<file path="config.mk">
export PLATFORM = sky130hd
export DESIGN_NAME = axil_gpio
export DESIGN_NICKNAME = d
export VERILOG_FILES = /design/src/common/bus_pkg.sv /design/src/common/soc_map_pkg.sv /design/src/verilog/axil_gpio.sv
export SDC_FILE = /design/constraint.sdc
export NUM_CORES = 1
export LEC_CHECK = 0
export BUFFER_PORTS_ARGS = -buffer_cell sky130_fd_sc_hd__buf_2
export CAP_MARGIN = 20
export CORE_ASPECT_RATIO = 0.7
export CORE_MARGIN = 10
export CORE_UTILIZATION = 37
export CTS_CLUSTER_DIAMETER = 40
export DETAILED_ROUTE_END_ITERATION = 8
export HOLD_SLACK_MARGIN = 0.08
export PLACE_DENSITY_LB_ADDON = 0.3
export SLEW_MARGIN = 20
export SYNTH_ARGS = -nofsm -noshare
export SYNTH_HDL_FRONTEND = slang
export SYNTH_SLANG_ARGS = --single-unit
</file>
<file path="constraint.sdc">
create_clock -name clk -period 0.91 [get_ports clk]
set_input_delay 0.091 -clock clk [delete_from_list [all_inputs] [get_ports clk]]
set_output_delay 0.091 -clock clk [all_outputs]
set_load 0.005 [all_outputs]
</file>
<file path="src/common/bus_pkg.sv">
package bus_pkg;

    // AXI4-Lite bus geometry
    localparam int ADDR_W = 16;
    localparam int DATA_W = 32;
    localparam int STRB_W = DATA_W / 8;

    typedef enum logic [1:0] {
        RESP_OKAY   = 2'b00,
        RESP_SLVERR = 2'b10,
        RESP_DECERR = 2'b11
    } axil_resp_e;

    // One transaction at a time: take it, strobe the device, then hold the response
    typedef enum logic [1:0] {
        IDLE    = 2'd0,
        ACCESS  = 2'd1,
        RESPOND = 2'd2
    } dec_state_e;

endpackage

</file>
<file path="src/common/soc_map_pkg.sv">
package soc_map_pkg;

    import bus_pkg::*;

    localparam logic [ADDR_W-1:0] SRAM_BASE = 16'h0000;
    localparam int SRAM_WORDS = 256;
    localparam int SRAM_IDX_W = $clog2(SRAM_WORDS);
    localparam logic [ADDR_W-1:0] SRAM_SPAN = ADDR_W'(SRAM_WORDS * 4);

    localparam logic [ADDR_W-1:0] GPIO_BASE = 16'h1000;
    localparam logic [ADDR_W-1:0] GPIO_SPAN = 16'h0008;
    localparam logic [ADDR_W-1:0] GPIO_OUT_OFS = 16'h0000;
    localparam logic [ADDR_W-1:0] GPIO_IN_OFS = 16'h0004;
    localparam int GPIO_IN_W = 8;

    typedef enum logic [1:0] {
        DEV_SRAM = 2'd0,
        DEV_GPIO = 2'd1,
        DEV_NONE = 2'd2
    } dev_sel_e;

    function automatic dev_sel_e addr_dev(input logic [ADDR_W-1:0] addr);
        logic [ADDR_W-1:0] sram_ofs;
        logic [ADDR_W-1:0] gpio_ofs;
        sram_ofs = addr - SRAM_BASE;
        gpio_ofs = addr - GPIO_BASE;
        if (sram_ofs < SRAM_SPAN) begin
            return DEV_SRAM;
        end
        if (gpio_ofs < GPIO_SPAN) begin
            return DEV_GPIO;
        end
        return DEV_NONE;
    endfunction

    // Devices see addresses relative to their own base
    function automatic logic [ADDR_W-1:0] dev_offset(input logic [ADDR_W-1:0] addr,
                                                     input dev_sel_e dev);
        case (dev)
            DEV_SRAM: return addr - SRAM_BASE;
            DEV_GPIO: return addr - GPIO_BASE;
            default:  return '0;
        endcase
    endfunction

endpackage

</file>
<file path="src/verilog/axil_gpio.sv">
`timescale 1ns/1ps

module axil_gpio
    import bus_pkg::*;
    import soc_map_pkg::*;
#(
    parameter int NUM_OUTPUTS = 4
) (
    input  logic                   clk,
    input  logic                   rst_n,
    input  logic                   sel,
    input  logic                   wr_en,
    input  logic                   rd_en,
    input  logic [ADDR_W-1:0]      addr,
    input  logic [DATA_W-1:0]      wdata,
    input  logic [STRB_W-1:0]      wstrb,
    input  logic [GPIO_IN_W-1:0]   gpio_inputs,
    output logic [DATA_W-1:0]      rdata,
    output logic [NUM_OUTPUTS-1:0] gpio_outputs
);

    logic [NUM_OUTPUTS-1:0] out_q;
    logic [GPIO_IN_W-1:0] sync_meta;
    logic [GPIO_IN_W-1:0] sync_in;

    assign gpio_outputs = out_q;

    always_ff @(posedge clk or negedge rst_n) begin
        if (!rst_n) begin
            out_q <= '0;
            sync_meta <= '0;
            sync_in <= '0;
        end else begin
            // Pins are asynchronous to clk
            sync_meta <= gpio_inputs;
            sync_in <= sync_meta;
            if (sel && wr_en && (addr == GPIO_OUT_OFS)) begin
                for (int i = 0; i < NUM_OUTPUTS; i++) begin
                    if (wstrb[i / 8]) begin
                        out_q[i] <= wdata[i];
                    end
                end
            end
        end
    end

    always_ff @(posedge clk) begin
        if (sel && rd_en) begin
            case (addr)
                GPIO_OUT_OFS: rdata <= DATA_W'(out_q);
                GPIO_IN_OFS:  rdata <= DATA_W'(sync_in);
                default:      rdata <= '0;
            endcase
        end
    end

endmodule

</file>
==> results.yml <==
setup_path:
  slowest_stage: "mux2_4"
  cpMostUsedCell: "and4_4"
  startpoint: "addr[6]"
  timing.rr.start: "sync_in[3]"
  slowest_delay_ns: 0.30
  critical_path_class: "in -> reg"
  cp_max_fo: 4
  cp.arrival_ns: 1.28
  worstPathCellList: "buf_6 -> nor4_4 -> and4_4 -> and4_4 -> mux2_4"
  regToRegSetupSlack_ns: 0.06
  crit_path_start_kind: "primary input"
  crit_required_ns: 1.07
  timing.rr.end: "rdata[3]"
  critPathCaptureType: "register"
  worstRegToRegCells: 1
power_and_ir_drop:
  power_frac_seq: 0.616
  power.switching_w: 0.000437
  power_density_nw_per_um2: 1410
  combPwrFrac: 0.099
  swShare: 0.200
  peakVddDrop_v: 0.000873
  p_leak_nw: 0.752
  clock_power_share: 0.285
  intPower_w: 0.00175
clock_network:
  numCtsBuffers: 3
  cts_setup_buffers: 0
  tritoncts: "built"
  clock-sinks: 28
  htreeDepth: 1
  clock_latency_ns: 0.26
  clock_tree.buffer_depth: 2
  path_clk_slew_ns: 0.08
  root_buffer: "clkbuf_8"
logic_synthesis:
  synth_top_area_share: 0.436
  synth_top_family_by_area: "buffers and inverters"
  synthAdderAreaFrac: 0
  yosysMostFrequentCell: "buf_4"
  synth-edff-count: 8
  synth_area_leaders: "dfrtp_1 (44%), edfxtp_1 (21%), buf_4 (16%)"
  synthFlopType: "dfrtp_1"
  synthMuxAreaShare: 0.0523
  yosys_register_bits: 28
  synthCells: 75
  netlist_area_sq_um: 1150
  synth_xor_xnor_area_share: 0
  yosys_warnings: 0
  synth.avg_cell_area_sq_um: 15.3
  ys_seq_area_frac: 0.645
  synth_top_cell_by_area: "dfrtp_1"
  yosys.area_share.simple: 0.109
  async_flop_share: 0.714
  synthDistinctLibCells: 14
  synth_compound_area_frac: 0.0305
  synthTopCellsByCount: "buf_4 (24), dfrtp_1 (20), edfxtp_1 (8)"
timing:
  skew_ns: 0.00258
  hold_viol_final: 0
  holdWs_ns: 0.299
  setup_violations: 4
  fin_crit_sh: 1.24
  rsz0062_at_grt: "yes"
  fmax_mhz: 889
  setup_ws_ns: -0.215
  period_needed_ns: 1.13
  tns_ns: -0.859
  drv_slew: 0
floorplan:
  die_h_um: 66.6
  die-area_sq_um: 5770
  num_rows: 16
  ios: 101
  fp.dieW_um: 86.6
  core_area_sq_um: 2880
  initial_core_util: 0.398
outcome:
  violations: "setup timing"
  status: "finished with violations"
place:
  pre_cts_ws_ns: -0.528
  gp_congestion: 0.692
  portBuffers: 45
  dp_cells: 155
  dp_hpwl_um: 1970
worst_hold_path:
  hold_class: "in -> async"
drt:
  vias_per_cell: 4.05
  drtPass1Iterations: 2
  wirelength_um: 2420
  antenna_left: 0
  vias: 696
  wl_per_cell_um: 14.1
  drt-initial-drc-count: 12
  drc: 0
finish:
  fin_cells: 172
  fillers: 259
  nets: 202
  drive_gt1_frac: 0.441
  diodes: 0
  area_growth_pct: 35.7
global_route:
  grt_use_total: 0.0853
  grt_pass1_wl_um: 3820
  grt_max_degree: 21
  grt_pass1_vias: 776
  antenna_found_initial: 0
  overflow: 0
run:
  maxCapViolCount: 0
==> area by class of cell <==
cell class	instances	area [sq um]	area share
clock buffer	3	41.3	0.0265
clock inverter	1	3.75	0.00241
multi-input combinational	45	334	0.214
sequential	28	741	0.475
tap	36	45.0	0.0289
timing repair buffer	59	394	0.253
==> logic make-up (layout without fill, tap and decap cells) <==
family                 Yosys count  count (layout)
AO/OA/AOI/OAI                    4               4
other                            1              24
flip-flops                      28              28
AND/OR/NAND/NOR                 13              13
buffers and inverters           25              63
multiplexers                     4               4
==> stage by stage <==
step	total power, W	util	area, sq um
CTS	0.00221	0.541	1560
floorplan	0.00149	-	1260
finish	0.00219	0.541	1560
detailed placement	0.00153	0.467	1350
global route	0.00231	0.541	1560
global placement	0.00152	0.467	1350
==> layer usage <==
layer / GRT usage / wire (um)
met5: 0 / 0
met4: 0.0202 / 38
met3: 0.0401 / 222
met2: 0.167 / 1370
met1: 0.0780 / 788
==> critical path, delay by kind of cell <==
family	cells	cell delay, ns
mux	1	0.30
buf+inv	1	0.10
simple gates	3	0.79
==> power groups by stage <==
stage	combinational, W	clock, W	sequential [W]
6_report	0.000217	0.000625	0.00135
5_1_grt	0.000242	0.000718	0.00135
4_1_cts	0.000212	0.000651	0.00135
3_5_place_dp	0.000152	0	0.00138
3_3_place_gp	0.000151	0	0.00137
2_1_floorplan	0.000113	0	0.00137
==> state kept, by name, summed over array words and instances, names as in the netlist <==
signal,flops
sync_meta,8
rdata,8
sync_in,8
gpio_outputs,4
==> worst max path at each step <==
stage	slack (ns)	depth (start not counted)	to
floorplan	-0.37	4	gpio_outputs[0]
global placement	-0.49	5	gpio_outputs[1]
detailed placement	-0.53	5	gpio_outputs[0]
CTS	-0.22	5	gpio_outputs[0]
global route	-0.28	5	gpio_outputs[0]
finish	-0.22	5	gpio_outputs[1]
==> cells in the final DEF (no fill, tap or decap) <==
cell type	instances
buf_2	40
conb_1	24
dfrtp_1	20
dlygate4sd3_1	13
edfxtp_1	8
and2_1	5
buf_6	5
a22o_1	4
mux2_4	4
nor4_4	3
clkbuf_8	3
and4_4	2
nor4b_1	1
and4_2	1
nor4_2	1
clkinv_1	1
buf_4	1
==> what timing repair did <==
item | in CTS | in global routing
hold buffers | 13 | 0
gates cloned | 0 | 0
pin swaps | 4 | 2
gates resized for setup | 6 | 0
setup endpoints to repair | 5 | 16
hold endpoints to repair | 32 | 0
Note: power is estimated with default switching activity, not from simulation.
