## src/common/bus_pkg.sv

```systemverilog
package bus_pkg;

    // AXI4-Lite bus geometry
    localparam int ADDR_W = 16;
    localparam int DATA_W = 32;
    localparam int STRB_W = DATA_W / 8;

    typedef enum logic [1:0] {
        RESP_OKAY   = 2'b00,
        RESP_SLVERR = 2'b10,
        RESP_DECERR = 2'b11
    } axil_resp_e;

    // One transaction at a time: take it, strobe the device, then hold the response
    typedef enum logic [1:0] {
        IDLE    = 2'd0,
        ACCESS  = 2'd1,
        RESPOND = 2'd2
    } dec_state_e;

endpackage

```

## src/common/soc_map_pkg.sv

```systemverilog
package soc_map_pkg;

    import bus_pkg::*;

    localparam logic [ADDR_W-1:0] SRAM_BASE = 16'h0000;
    localparam int SRAM_WORDS = 256;
    localparam int SRAM_IDX_W = $clog2(SRAM_WORDS);
    localparam logic [ADDR_W-1:0] SRAM_SPAN = ADDR_W'(SRAM_WORDS * 4);

    localparam logic [ADDR_W-1:0] GPIO_BASE = 16'h1000;
    localparam logic [ADDR_W-1:0] GPIO_SPAN = 16'h0008;
    localparam logic [ADDR_W-1:0] GPIO_OUT_OFS = 16'h0000;
    localparam logic [ADDR_W-1:0] GPIO_IN_OFS = 16'h0004;
    localparam int GPIO_IN_W = 8;

    typedef enum logic [1:0] {
        DEV_SRAM = 2'd0,
        DEV_GPIO = 2'd1,
        DEV_NONE = 2'd2
    } dev_sel_e;

    function automatic dev_sel_e addr_dev(input logic [ADDR_W-1:0] addr);
        logic [ADDR_W-1:0] sram_ofs;
        logic [ADDR_W-1:0] gpio_ofs;
        sram_ofs = addr - SRAM_BASE;
        gpio_ofs = addr - GPIO_BASE;
        if (sram_ofs < SRAM_SPAN) begin
            return DEV_SRAM;
        end
        if (gpio_ofs < GPIO_SPAN) begin
            return DEV_GPIO;
        end
        return DEV_NONE;
    endfunction

    // Devices see addresses relative to their own base
    function automatic logic [ADDR_W-1:0] dev_offset(input logic [ADDR_W-1:0] addr,
                                                     input dev_sel_e dev);
        case (dev)
            DEV_SRAM: return addr - SRAM_BASE;
            DEV_GPIO: return addr - GPIO_BASE;
            default:  return '0;
        endcase
    endfunction

endpackage

```

## src/bus/axil_decoder.sv

```systemverilog
`timescale 1ns/1ps

module axil_decoder
    import bus_pkg::*;
    import soc_map_pkg::*;
(
    input  logic              clk,
    input  logic              rst_n,

    input  logic [ADDR_W-1:0] awaddr,
    input  logic              awvalid,
    output logic              awready,
    input  logic [DATA_W-1:0] wdata_in,
    input  logic [STRB_W-1:0] wstrb_in,
    input  logic              wvalid,
    output logic              wready,
    output axil_resp_e        bresp,
    output logic              bvalid,
    input  logic              bready,
    input  logic [ADDR_W-1:0] araddr,
    input  logic              arvalid,
    output logic              arready,
    output logic [DATA_W-1:0] rdata,
    output axil_resp_e        rresp,
    output logic              rvalid,
    input  logic              rready,

    output logic              sel_sram,
    output logic              sel_gpio,
    output logic              wr_en,
    output logic              rd_en,
    output logic [ADDR_W-1:0] reg_addr,
    output logic [DATA_W-1:0] wdata,
    output logic [STRB_W-1:0] wstrb,
    input  logic [DATA_W-1:0] sram_rdata,
    input  logic [DATA_W-1:0] gpio_rdata
);

    dec_state_e state;
    dev_sel_e dev_q;
    dev_sel_e req_dev;
    logic is_write;
    logic settle;
    logic wr_accept;
    logic rd_accept;
    logic [ADDR_W-1:0] req_addr;
    axil_resp_e resp_code;

    // A write needs both address and data present; it beats a pending read
    assign wr_accept = (state == IDLE) && awvalid && wvalid;
    assign rd_accept = (state == IDLE) && arvalid && !(awvalid && wvalid);
    assign awready = wr_accept;
    assign wready = wr_accept;
    assign arready = rd_accept;

    assign req_addr = wr_accept ? awaddr : araddr;
    assign req_dev = addr_dev(req_addr);

    assign sel_sram = (dev_q == DEV_SRAM);
    assign sel_gpio = (dev_q == DEV_GPIO);
    assign resp_code = (dev_q == DEV_NONE) ? RESP_DECERR : RESP_OKAY;

    always_ff @(posedge clk or negedge rst_n) begin
        if (!rst_n) begin
            state <= IDLE;
            dev_q <= DEV_NONE;
            is_write <= 1'b0;
            settle <= 1'b0;
            wr_en <= 1'b0;
            rd_en <= 1'b0;
            bvalid <= 1'b0;
            rvalid <= 1'b0;
        end else begin
            wr_en <= 1'b0;
            rd_en <= 1'b0;
            case (state)
                IDLE: begin
                    if (wr_accept || rd_accept) begin
                        state <= ACCESS;
                        dev_q <= req_dev;
                        is_write <= wr_accept;
                        settle <= 1'b0;
                        // Unmapped addresses never reach a device
                        wr_en <= wr_accept && (req_dev != DEV_NONE);
                        rd_en <= rd_accept && (req_dev != DEV_NONE);
                    end
                end
                ACCESS: begin
                    // Second cycle is where the device read data becomes valid
                    if (!settle) begin
                        settle <= 1'b1;
                    end else begin
                        state <= RESPOND;
                        bvalid <= is_write;
                        rvalid <= !is_write;
                    end
                end
                RESPOND: begin
                    if ((bvalid && bready) || (rvalid && rready)) begin
                        state <= IDLE;
                        bvalid <= 1'b0;
                        rvalid <= 1'b0;
                    end
                end
                default: state <= IDLE;
            endcase
        end
    end

    always_ff @(posedge clk) begin
        if (wr_accept || rd_accept) begin
            reg_addr <= dev_offset(req_addr, req_dev);
            wdata <= wdata_in;
            wstrb <= wstrb_in;
        end
        if ((state == ACCESS) && settle) begin
            bresp <= resp_code;
            rresp <= resp_code;
            case (dev_q)
                DEV_SRAM: rdata <= sram_rdata;
                DEV_GPIO: rdata <= gpio_rdata;
                default:  rdata <= '0;
            endcase
        end
    end

    a_strobe_excl: assert property (@(posedge clk) disable iff (!rst_n)
        !(wr_en && rd_en))
        else $error("wr_en and rd_en high in the same cycle");

    a_b_hold: assert property (@(posedge clk) disable iff (!rst_n)
        bvalid && !bready |=> bvalid && $stable(bresp))
        else $error("write response dropped or changed before bready");

    a_r_hold: assert property (@(posedge clk) disable iff (!rst_n)
        rvalid && !rready |=> rvalid && $stable(rdata) && $stable(rresp))
        else $error("read response dropped or changed before rready");

endmodule

```

## config.mk

```make
export PLATFORM = sky130hd
export DESIGN_NAME = axil_decoder
export DESIGN_NICKNAME = d
export VERILOG_FILES = /design/src/common/bus_pkg.sv /design/src/common/soc_map_pkg.sv /design/src/bus/axil_decoder.sv
export SDC_FILE = /design/constraint.sdc
export NUM_CORES = 1
export LEC_CHECK = 0
export BUFFER_PORTS_ARGS = -buffer_cell sky130_fd_sc_hd__buf_2
export CORE_ASPECT_RATIO = 1.75
export CORE_MARGIN = 2
export CORE_UTILIZATION = 47
export DETAILED_ROUTE_END_ITERATION = 10
export PLACE_DENSITY_LB_ADDON = 0.12
export SETUP_SLACK_MARGIN = 0.2
export SYNTH_ARGS = -nofsm -noshare
export SYNTH_HDL_FRONTEND = slang
export SYNTH_SLANG_ARGS = --single-unit
```

## constraint.sdc

```tcl
create_clock -name clk -period 6.6 [get_ports clk]
set_input_delay 0 -clock clk [delete_from_list [all_inputs] [get_ports clk]]
set_output_delay 0 -clock clk [all_outputs]
set_load 0.02 [all_outputs]
```

==> results of run 1 <==
## worst max-delay path: cells and delay by family (launching register included)
family	cells	cell delay [ns]
compound gates	4	1.24
simple gates	2	0.59
flops	1	0.43
mux	1	0.43
buf+inv	1	0.40
fa+ha+maj	1	0.33
## synth_stat cells
| cell | count | area (um^2) |
|---|---|---|
| a21oi_1 | 3 | 15.01 |
| a21oi_2 | 1 | 8.760 |
| a22o_1 | 1 | 8.760 |
| a311oi_1 | 1 | 8.760 |
| a311oi_2 | 1 | 15.01 |
| and2_1 | 2 | 12.51 |
| buf_1 | 3 | 11.26 |
| buf_2 | 1 | 5.000 |
| buf_4 | 5 | 37.54 |
| buf_6 | 2 | 22.52 |
| clkbuf_1 | 6 | 22.52 |
| conb_1 | 1 | 3.750 |
| dfrtp_1 | 9 | 225.2 |
| dfstp_2 | 1 | 26.28 |
| edfxtp_1 | 85 | 2552 |
| ha_1 | 4 | 50.05 |
| inv_1 | 6 | 22.52 |
| inv_2 | 1 | 3.750 |
| mux2_2 | 2 | 22.52 |
| mux2i_1 | 34 | 340.3 |
| nand2_1 | 8 | 30.03 |
| nand3_1 | 1 | 5.000 |
| nand4_1 | 2 | 12.51 |
| nand4bb_4 | 1 | 27.53 |
| nor2_1 | 63 | 236.5 |
| nor2b_1 | 5 | 31.28 |
| nor3_1 | 8 | 40.04 |
| nor3_2 | 9 | 90.09 |
| nor4_1 | 2 | 12.51 |
| nor4b_1 | 1 | 8.760 |
| o21ai_0 | 6 | 30.03 |
| o21bai_1 | 2 | 15.01 |
| o221a_2 | 1 | 11.26 |
| o221ai_1 | 1 | 8.760 |
| o22a_1 | 1 | 8.760 |
| o2bb2ai_1 | 1 | 8.760 |
| o31ai_1 | 1 | 7.510 |
| or2b_1 | 1 | 7.510 |
| or3_1 | 2 | 12.51 |
## layout make-up
class | count | area [um^2]
Tap cell | 115 | 143.9
Fill cell | 526 | 2016
Clock inverter | 7 | 56.30
Multi-Input combinational cell | 167 | 1094
Sequential cell | 95 | 2805
Clock buffer | 9 | 225.2
Antenna cell | 1 | 2.502
Inverter | 7 | 26.28
Timing Repair Buffer | 312 | 1944
## per-stage QoR
step	hold slack, ns	cells	setup WS, ns
finish	-0.004323	713	2.890
global route	0.004818	712	2.580
CTS	0.0007235	712	2.898
detailed placement	-0.1244	620	2.911
global placement	-0.1294	620	3.083
floorplan	-0.2956	286	4.031
## cell families after synthesis
group           Yosys count  synth area share (%)
compound gates           20                 3.643
mux                      36                 9.029
flops                    95                 69.77
other cells               1               0.09331
simple gates            105                 13.11
buf+inv                  24                 3.113
fa+ha+maj                 4                 1.245
## power by group
group          switching, mW  internal, mW  leakage (nW)
logic                  0.468         0.265          1.64
clock network          0.224         0.260         0.132
registers             0.0995         0.890         0.936
total                  0.792          1.41          2.71
## registers in the layout, summed over array words and instances (netlist names), 2 cells and up
name	cells
rdata	32
reg_addr	16
state	2
wstrb	4
wdata	32
dev_q	2
## what timing repair did
| item | 4_1_cts | 5_1_grt |
|---|---|---|
| hold endpoints to repair | 71 | 0 |
| buffers inserted | 0 | 0 |
| gates resized for setup | 0 | 0 |
| hold buffers | 76 | 0 |
| endpoints found under the setup margin | 0 | 0 |
## layer usage
metal	GRT usage (%)	vias to the layer above	wire [um]
met5	0	-	0
met4	12.30	0	414
met3	6.751	28	764
met2	45.27	170	6308
met1	23.08	1570	3871
li1	-	1645	-
## worst paths after layout
| path | endpoint | slack (ns) | cells after the start |
|---|---|---|---|
| max | reg_addr[7] | 2.89 | 9 |
| min | rdata[0] | -0.004 | 3 |
| max reg2reg | reg_addr[7] | 2.89 | 9 |
| min reg2reg | is_write | 0.48 | 2 |
| max in group asynchronous | dev_q[1] | 6.27 | 2 |
| min in group asynchronous | is_write | 0.07 | 2 |
==> flow_summary.toml, run 1 <==
[floorplan]
rows = 44
io_pins = 236
die_h_um = 126.3
die_width_um = 73.90
die_area_mm2 = 0.009335
core_mm2 = 0.008313
initial_core_util_pct = 48.34

[route]
drc = 0
first_iter_violations = 162
viasPerCell = 4.787
ant_nets = 0
wl_um = 11360
wl_per_cell_um = 15.93
first_pass_iters = 4
num_vias = 3413

[setup_path]
startpoint_type = "register"
critPathLaunch = "state[1]"
r2r_start = "state[1]"
end_kind = "register"
crit_fanout = 21
path_cells = "nand4bb_4 > inv_2 > mux2i_1 > ha_1 > o21bai_1 > o22a_1 > o221ai_1 > a21oi_2 > nor3_1"
slowest_delay_ns = 0.75
crit_slowest_cell = "a21oi_2"
worst-setup-path-type = "register to register"
crit_required_ns = 6.65
crit_arrival_ns = 3.76

[sta]
skew_ns = 0.007840
min_period_ns = 3.710
fin_setup_tns_ns = 0
slew-limit-headroom_pct = 26.47
hold-worst-slack_ns = -0.004323
period_share_pct = 56.21
setup_violations = 0
worst_slew_pin_slew_ns = 1.101
finalHoldViolations = 1
rsz0062_at_grt = "no"
slew_viol_final = 0
fmax_ghz = 0.2696

[place]
portBuffers = 235
placed_cell_area_mm2 = 0.005253
gp_congestion = 0.8292
hpwl_um = 7674

[power_and_ir_drop]
ir_worst_vdd_mv = 0.2271
power.leakage_nw = 2.708
power_density_mw_per_mm2 = 350.4
finalPower_mw = 2.207

[finish]
utilization_pct = 75.75
drive_gt1_share_pct = 45.23
layout_commonest_cell = "buf_2"
num-nets-final = 735
fin_area_mm2 = 0.006297
layout_common_cells = "buf_2 (235), edfxtp_1 (85), dlygate4sd3_1 (76)"
area_growth_pct = 56.69

[min_path]
worstHoldPathType = "input port to register"
hp-start = "gpio_rdata[0]"

[clock_network]
cts_tree = "done"
root_buffer = "clkbuf_16"
cts.htree.levels = 3
clkSinkCount = 95
clk_pin_slew_worst_paths_ns = 0.07
cts_buffer_depth = 2
cts_buffers = 9
clock_latency_ns = 0.34

[outcome]
failed_checks = "hold timing"
status = "complete, but fails checks"

[logic_synthesis]
yosysSeqAreaShare_pct = 69.77
synth.distinct_cells = 39
synth-seq-cells = 95
syn_inst = 285
synth-warning-count = 0
syn_area_per_cell_um2 = 14.10
syn-cell-area_mm2 = 0.004019

[grt]
grt_overflow = 0
grt_start_max_net_pins = 55
grt_pass1_vias = 3516
antenna_found_initial = 0
grt_pass1_wl_um = 16650
track_usage_pct = 24.34

[flow_run]
cap_violations = 0
No activity file was read; power rests on OpenSTA's default activity.
==> run 2, diff against run 1 <==
--- a/config.mk
+++ b/config.mk
@@ -5,10 +5,11 @@
 export SDC_FILE = /design/constraint.sdc
 export NUM_CORES = 1
 export LEC_CHECK = 0
+export ABC_AREA = 1
 export BUFFER_PORTS_ARGS = -buffer_cell sky130_fd_sc_hd__buf_2
 export CORE_ASPECT_RATIO = 1.75
 export CORE_MARGIN = 2
-export CORE_UTILIZATION = 47
+export CORE_UTILIZATION = 43
 export DETAILED_ROUTE_END_ITERATION = 10
 export PLACE_DENSITY_LB_ADDON = 0.12
 export SETUP_SLACK_MARGIN = 0.2
==> constraint.sdc (replaced) <==
create_clock -name clk -period 3.7 [get_ports clk]
set_input_delay 0 -clock clk [delete_from_list [all_inputs] [get_ports clk]]
set_output_delay 0 -clock clk [all_outputs]
set_load 0.02 [all_outputs]
==> run 2 against run 1 <==
Worst hold slack improved by 0.017 ns; die area increased by 5.9%; combinational power up 110%; the run now ends clean; via count is 2.5% higher; non-clock buffer count grew 27; core utilization fell by 3.1 points; global-route usage shrank 1.7 points; largest power group unchanged; critical endpoint is now reg_addr[10]; register-to-register slack lost 1.7 ns; cell count rose by 4.5%; critical path type unchanged.
==> flow_summary.toml, run 2 <==
[logic_synthesis]
synth.distinct_cells = 27
yosysTopAreaCellShare_pct = 65.36
syn-cell-area_mm2 = 0.003905
synth_most_common_cell = "edfxtp_1"
synth-warning-count = 0
yosysSeqAreaShare_pct = 71.80
synth_edf_count = 85
ys.flop_type = "edfxtp_1"
syn_inst = 283
synth-seq-cells = 95
synthTopCellsByCount = "edfxtp_1 (85), nand2_1 (41), a22o_1 (33), inv_1 (29)"
yosysTopAreaCell = "edfxtp_1"
syn_area_per_cell_um2 = 13.80
synth_area_leaders = "edfxtp_1 (65%), a22o_1 (7.4%), dfrtp_1 (5.8%), nand2_1 (3.9%), inv_1 (2.8%)"
async_flop_share_pct = 10.53

[clock_network]
cts_buffer_depth = 2
cts_resized = 0
cts.htree.levels = 3
root_buffer = "clkbuf_16"
clk_pin_slew_worst_paths_ns = 0.06
clkSinkCount = 95
clock_latency_ns = 0.34
cts_buffers = 9
cts_tree = "done"

[finish]
layout_commonest_cell = "buf_2"
diodes = 0
reg.largest.list = "rdata (32), wdata (32), reg_addr (16)"
final-instance-count-excl-fill = 745
utilization_pct = 72.68
area_growth_pct = 66.04
drive_gt1_share_pct = 43.68
num-nets-final = 763
layout_common_cells = "buf_2 (235), dlygate4sd3_1 (101), edfxtp_1 (85)"
fin_area_mm2 = 0.006484

[setup_path]
crit_fanout = 24
startpoint_type = "register"
r2r_end = "reg_addr[10]"
crit_required_ns = 3.76
r2r_slack_ns = 1.19
crit_arrival_ns = 2.57
worst-setup-path-type = "register to register"
end_kind = "register"
r2r_start = "state[0]"
r2r_cells = 9

[route]
drc = 0
wl_per_cell_um = 15.09
wl_um = 11240
num_vias = 3499
first_iter_violations = 175
first_pass_iters = 4
viasPerCell = 4.697
ant_nets = 0

[sta]
slew-limit-headroom_pct = 30.40
skew_ns = 0.008461
period_share_pct = 67.76
worst_slew_pin_slew_ns = 1.043
setup_violations = 0
finalHoldViolations = 0
min_period_ns = 2.507
rsz0062_at_grt = "no"
fin_setup_tns_ns = 0
slew_viol_final = 0
fmax_ghz = 0.3989

[place]
portBuffers = 235
hpwl_um = 7560
place_inst = 628
gp_congestion = 0.8070
placed_cell_area_mm2 = 0.005174

[min_path]
worstHoldPathType = "input port to register"
holdPathStages = 3
hp-start = "bready"
holdPathEnd = "state[1]"

[floorplan]
die_width_um = 76.04
rows = 46
core_mm2 = 0.008921
initial_core_util_pct = 43.77
die_area_mm2 = 0.009889
die_h_um = 130.1
io_pins = 236

[power_and_ir_drop]
power.leakage_nw = 3.061
ir_worst_vdd_mv = 0.2837
power_density_mw_per_mm2 = 639.1
finalPower_mw = 4.144

[grt]
grt_pass1_vias = 3524
grt_start_max_net_pins = 37
track_usage_pct = 22.67
antenna_found_initial = 0
grt_pass1_wl_um = 17190
grt_overflow = 0

[outcome]
status = "finished, final reports clean"

[flow_run]
cap_violations = 0
run 2: layout make-up:
class / instances / area [um^2]
Clock buffer: 10 / 229.0
Clock inverter: 6 / 70.07
Fill cell: 594 / 2437
Inverter: 30 / 112.6
Multi-Input combinational cell: 145 / 908.4
Sequential cell: 95 / 2804
Tap cell: 120 / 150.1
Timing Repair Buffer: 339 / 2210
run 2: kinds of logic (layout without fill, tap and decap cells):
kind of cell,after synthesis,after routing,synth area share (%)
multiplexers,3,3,0.7690
flip-flops,95,95,71.80
adder cells (fa/ha/maj),4,4,1.282
other,1,2,0.09603
buffers and inverters,44,385,5.287
AO/OA/AOI/OAI,62,62,12.21
AND/OR/NAND/NOR,74,74,8.555
run 2: worst max-delay path by stage:
stage / from / cells after the start / slack [ns] / to
4_1_cts: state[0] / 9 / 1.21 / reg_addr[10]
3_5_place_dp: state[0] / 9 / 1.20 / reg_addr[3]
6_report: state[0] / 9 / 1.19 / reg_addr[10]
3_3_place_gp: state[0] / 9 / 1.28 / reg_addr[13]
5_1_grt: state[0] / 9 / 0.98 / reg_addr[13]
2_1_floorplan: state[0] / 7 / 1.06 / bvalid
run 2: critical path, cell delays in order (launching register included):
cell and delay (ns):
dfrtp_1 0.43, nor2_4 0.26, nand2_4 0.21, nand2_1 0.10
nand2_1 0.14, ha_1 0.25, nand3_1 0.10, nor2_1 0.06
nand2_1 0.51, a21oi_1 0.16
run 2: per-layer routing:
layer | GRT usage, % | share of wire (%) | vias up | wire length (um)
met5 | 0 | 0 | - | 0
met2 | 40.97 | 54 | 182 | 6049
met4 | 13.16 | 3.5 | 0 | 388
met3 | 6.293 | 7.1 | 36 | 795
met1 | 23.73 | 36 | 1594 | 4010
li1 | - | - | 1687 | -
run 2: report_power, final:
group / switching, mW / total [mW] / internal [mW]
combinational: 0.935 / 1.55 / 0.614
clock: 0.387 / 0.916 / 0.529
sequential: 0.102 / 1.68 / 1.58
total: 1.42 / 4.14 / 2.72
run 2: metrics by stage:
| step | hold slack (ns) | worst slack [ns] |
|---|---|---|
| after floorplan | -0.2956 | 1.055 |
| after global placement | -0.1285 | 1.282 |
| after detailed placement | -0.1210 | 1.201 |
| after CTS | 0.004101 | 1.209 |
| after global routing | 0.01762 | 0.9822 |
| final | 0.01315 | 1.193 |
run 2: repair_timing:
item,4_1_cts,5_1_grt
hold endpoints to repair,79,0
buffers inserted,0,0
hold buffers,101,0
==> run 3, diff against run 2 <==
--- a/config.mk
+++ b/config.mk
@@ -9,7 +9,7 @@
 export BUFFER_PORTS_ARGS = -buffer_cell sky130_fd_sc_hd__buf_2
 export CORE_ASPECT_RATIO = 1.75
 export CORE_MARGIN = 2
-export CORE_UTILIZATION = 43
+export CORE_UTILIZATION = 39
 export DETAILED_ROUTE_END_ITERATION = 10
 export PLACE_DENSITY_LB_ADDON = 0.12
 export SETUP_SLACK_MARGIN = 0.2
==> constraint.sdc (replaced) <==
create_clock -name clk -period 2.2 [get_ports clk]
set_input_delay 0 -clock clk [delete_from_list [all_inputs] [get_ports clk]]
set_output_delay 0 -clock clk [all_outputs]
set_load 0.02 [all_outputs]
==> run 3 against run 2 <==
Core utilization shrank 3.4 points; flip-flop and latch count unchanged; fmax up 23%; power grew 69%; final area grew 4.6%; sequential power increased by 67%; first-iteration DRC count decreased by 27%; clock power increased by 66%; largest power group unchanged; highest routed layer unchanged.
==> flow_summary.toml, run 3 (synthesized netlist as in run 2, its figures left out) <==
[finish]
layout_commonest_cell = "buf_2"
drive_gt1_share_pct = 48.05
layout_common_cells = "buf_2 (235), dlygate4sd3_1 (102), edfxtp_1 (85)"
num-nets-final = 780
fillerInstances = 699
final-instance-count-excl-fill = 766
diodes = 0
reg.largest.list = "rdata (32), wdata (32), reg_addr (16)"
area_growth_pct = 73.60

[route]
first_iter_violations = 127
ant_nets = 0
wl_um = 12350
wl_per_cell_um = 16.13
viasPerCell = 4.698
first_pass_iters = 4
drc = 0
num_vias = 3599

[setup_path]
worst-setup-path-type = "register to register"
crit_required_ns = 2.39
crit_fanout = 8
crit_arrival_ns = 2.23
end_kind = "register"
startpoint_type = "register"

[flow_run]
cap_violations = 0

[sta]
period_share_pct = 92.41
skew_ns = 0.008455
finalHoldViolations = 0
slew_viol_final = 0
worst_slew_pin_slew_ns = 0.5709
fmax_ghz = 0.4919
fin_setup_tns_ns = 0
min_period_ns = 2.033
slew-limit-headroom_pct = 61.86
rsz0062_at_grt = "yes"
setup_violations = 0
worst_slack_ns = 0.1670

[grt]
track_usage_pct = 21.76
grt_overflow = 0
grt_start_max_net_pins = 34
antenna_found_initial = 0
grt_pass1_wl_um = 17450
grt_pass1_vias = 3602

[clock_network]
clk_pin_slew_worst_paths_ns = 0.06
root_buffer = "clkbuf_16"
clkSinkCount = 95
cts_buffer_depth = 2
clock_latency_ns = 0.33
cts_tree = "done"
cts_buffers = 9
cts.htree.levels = 3

[place]
post-place-ws_ns = 0.09359
gp_congestion = 0.8443
hpwl_um = 8124
portBuffers = 235
place_inst = 639

[power_and_ir_drop]
power.leakage_nw = 3.104
power_density_mw_per_mm2 = 1032
finalPower_mw = 6.999
ir_worst_vdd_mv = 0.5310

[floorplan]
rows = 48
die_width_um = 79.64
die_h_um = 136.4
die_area_mm2 = 0.01086
core_mm2 = 0.009789
io_pins = 236
initial_core_util_pct = 39.89

[min_path]
worstHoldPathType = "input port to register"

[outcome]
status = "finished, final reports clean"
run 3: path summary, 6_finish.rpt:
check | start | endpoint | slack [ns] | depth (start not counted)
worst min register to register | is_write | rvalid | 0.44 | 1
worst max-delay path | state[0] | reg_addr[6] | 0.17 | 12
max in group asynchronous | rst_n | dev_q[1] | 1.88 | 2
worst max register to register | state[0] | reg_addr[6] | 0.17 | 12
min in group asynchronous | rst_n | rvalid | 0.07 | 2
worst min-delay path | araddr[2] | reg_addr[2] | 0.02 | 3
run 3: power by group:
group / switching, mW / internal, mW / total (mW)
logic: 1.66 / 1.02 / 2.68
registers: 0.154 / 2.64 / 2.80
clock network: 0.639 / 0.884 / 1.52
run 3: worst max-delay path: stages, from the launching register on:
cell and delay, ns:
dfrtp_1 0.43, nor2_4 0.22, nand2_4 0.09, nand2_2 0.07, nand2_2 0.08, ha_4 0.17
nand3_2 0.07, nand2_1 0.05, nor2_1 0.10, nand2_1 0.11, nor2_4 0.22, nand2_4 0.14
a21oi_2 0.14
run 3: metrics by stage:
stage	instance area, um^2	utilization, %	hold WS, ns
after detailed placement	5291	54.05	-0.1217
after floorplan	3928	-	-0.2956
after global placement	5291	54.05	-0.1243
after global routing	6779	69.25	0.007715
after CTS	6658	68.01	0.0009898
final	6779	69.25	0.01864
run 3: area by class of cell:
class | count | area, um^2 | share of cell area [%]
clock buffer | 9 | 225.2 | 3.322
timing repair buffer | 355 | 2386 | 35.20
multi-input combinational | 146 | 1016 | 14.99
sequential | 95 | 2804 | 41.36
clock inverter | 6 | 71.32 | 1.052
inverter | 30 | 120.1 | 1.772
tap | 125 | 156.4 | 2.307
run 3: routing by layer:
metal  track usage, %  share of wire [%]  up-vias
li1                 -                  -     1719
met1            19.93                 33     1662
met2            42.30                 57      181
met3            4.914                5.8       37
met4            12.07                4.3        0
met5                0                  0        -
run 3: repair_timing:
item / in CTS / in global routing
hold buffers: 102 / 0
setup buffers: 2 / 7
cloned: 1 / 0
hold endpoints to repair: 79 / 0
gates resized for setup: 7 / 19
setup endpoints to repair: 15 / 61
pin swaps: 5 / 12
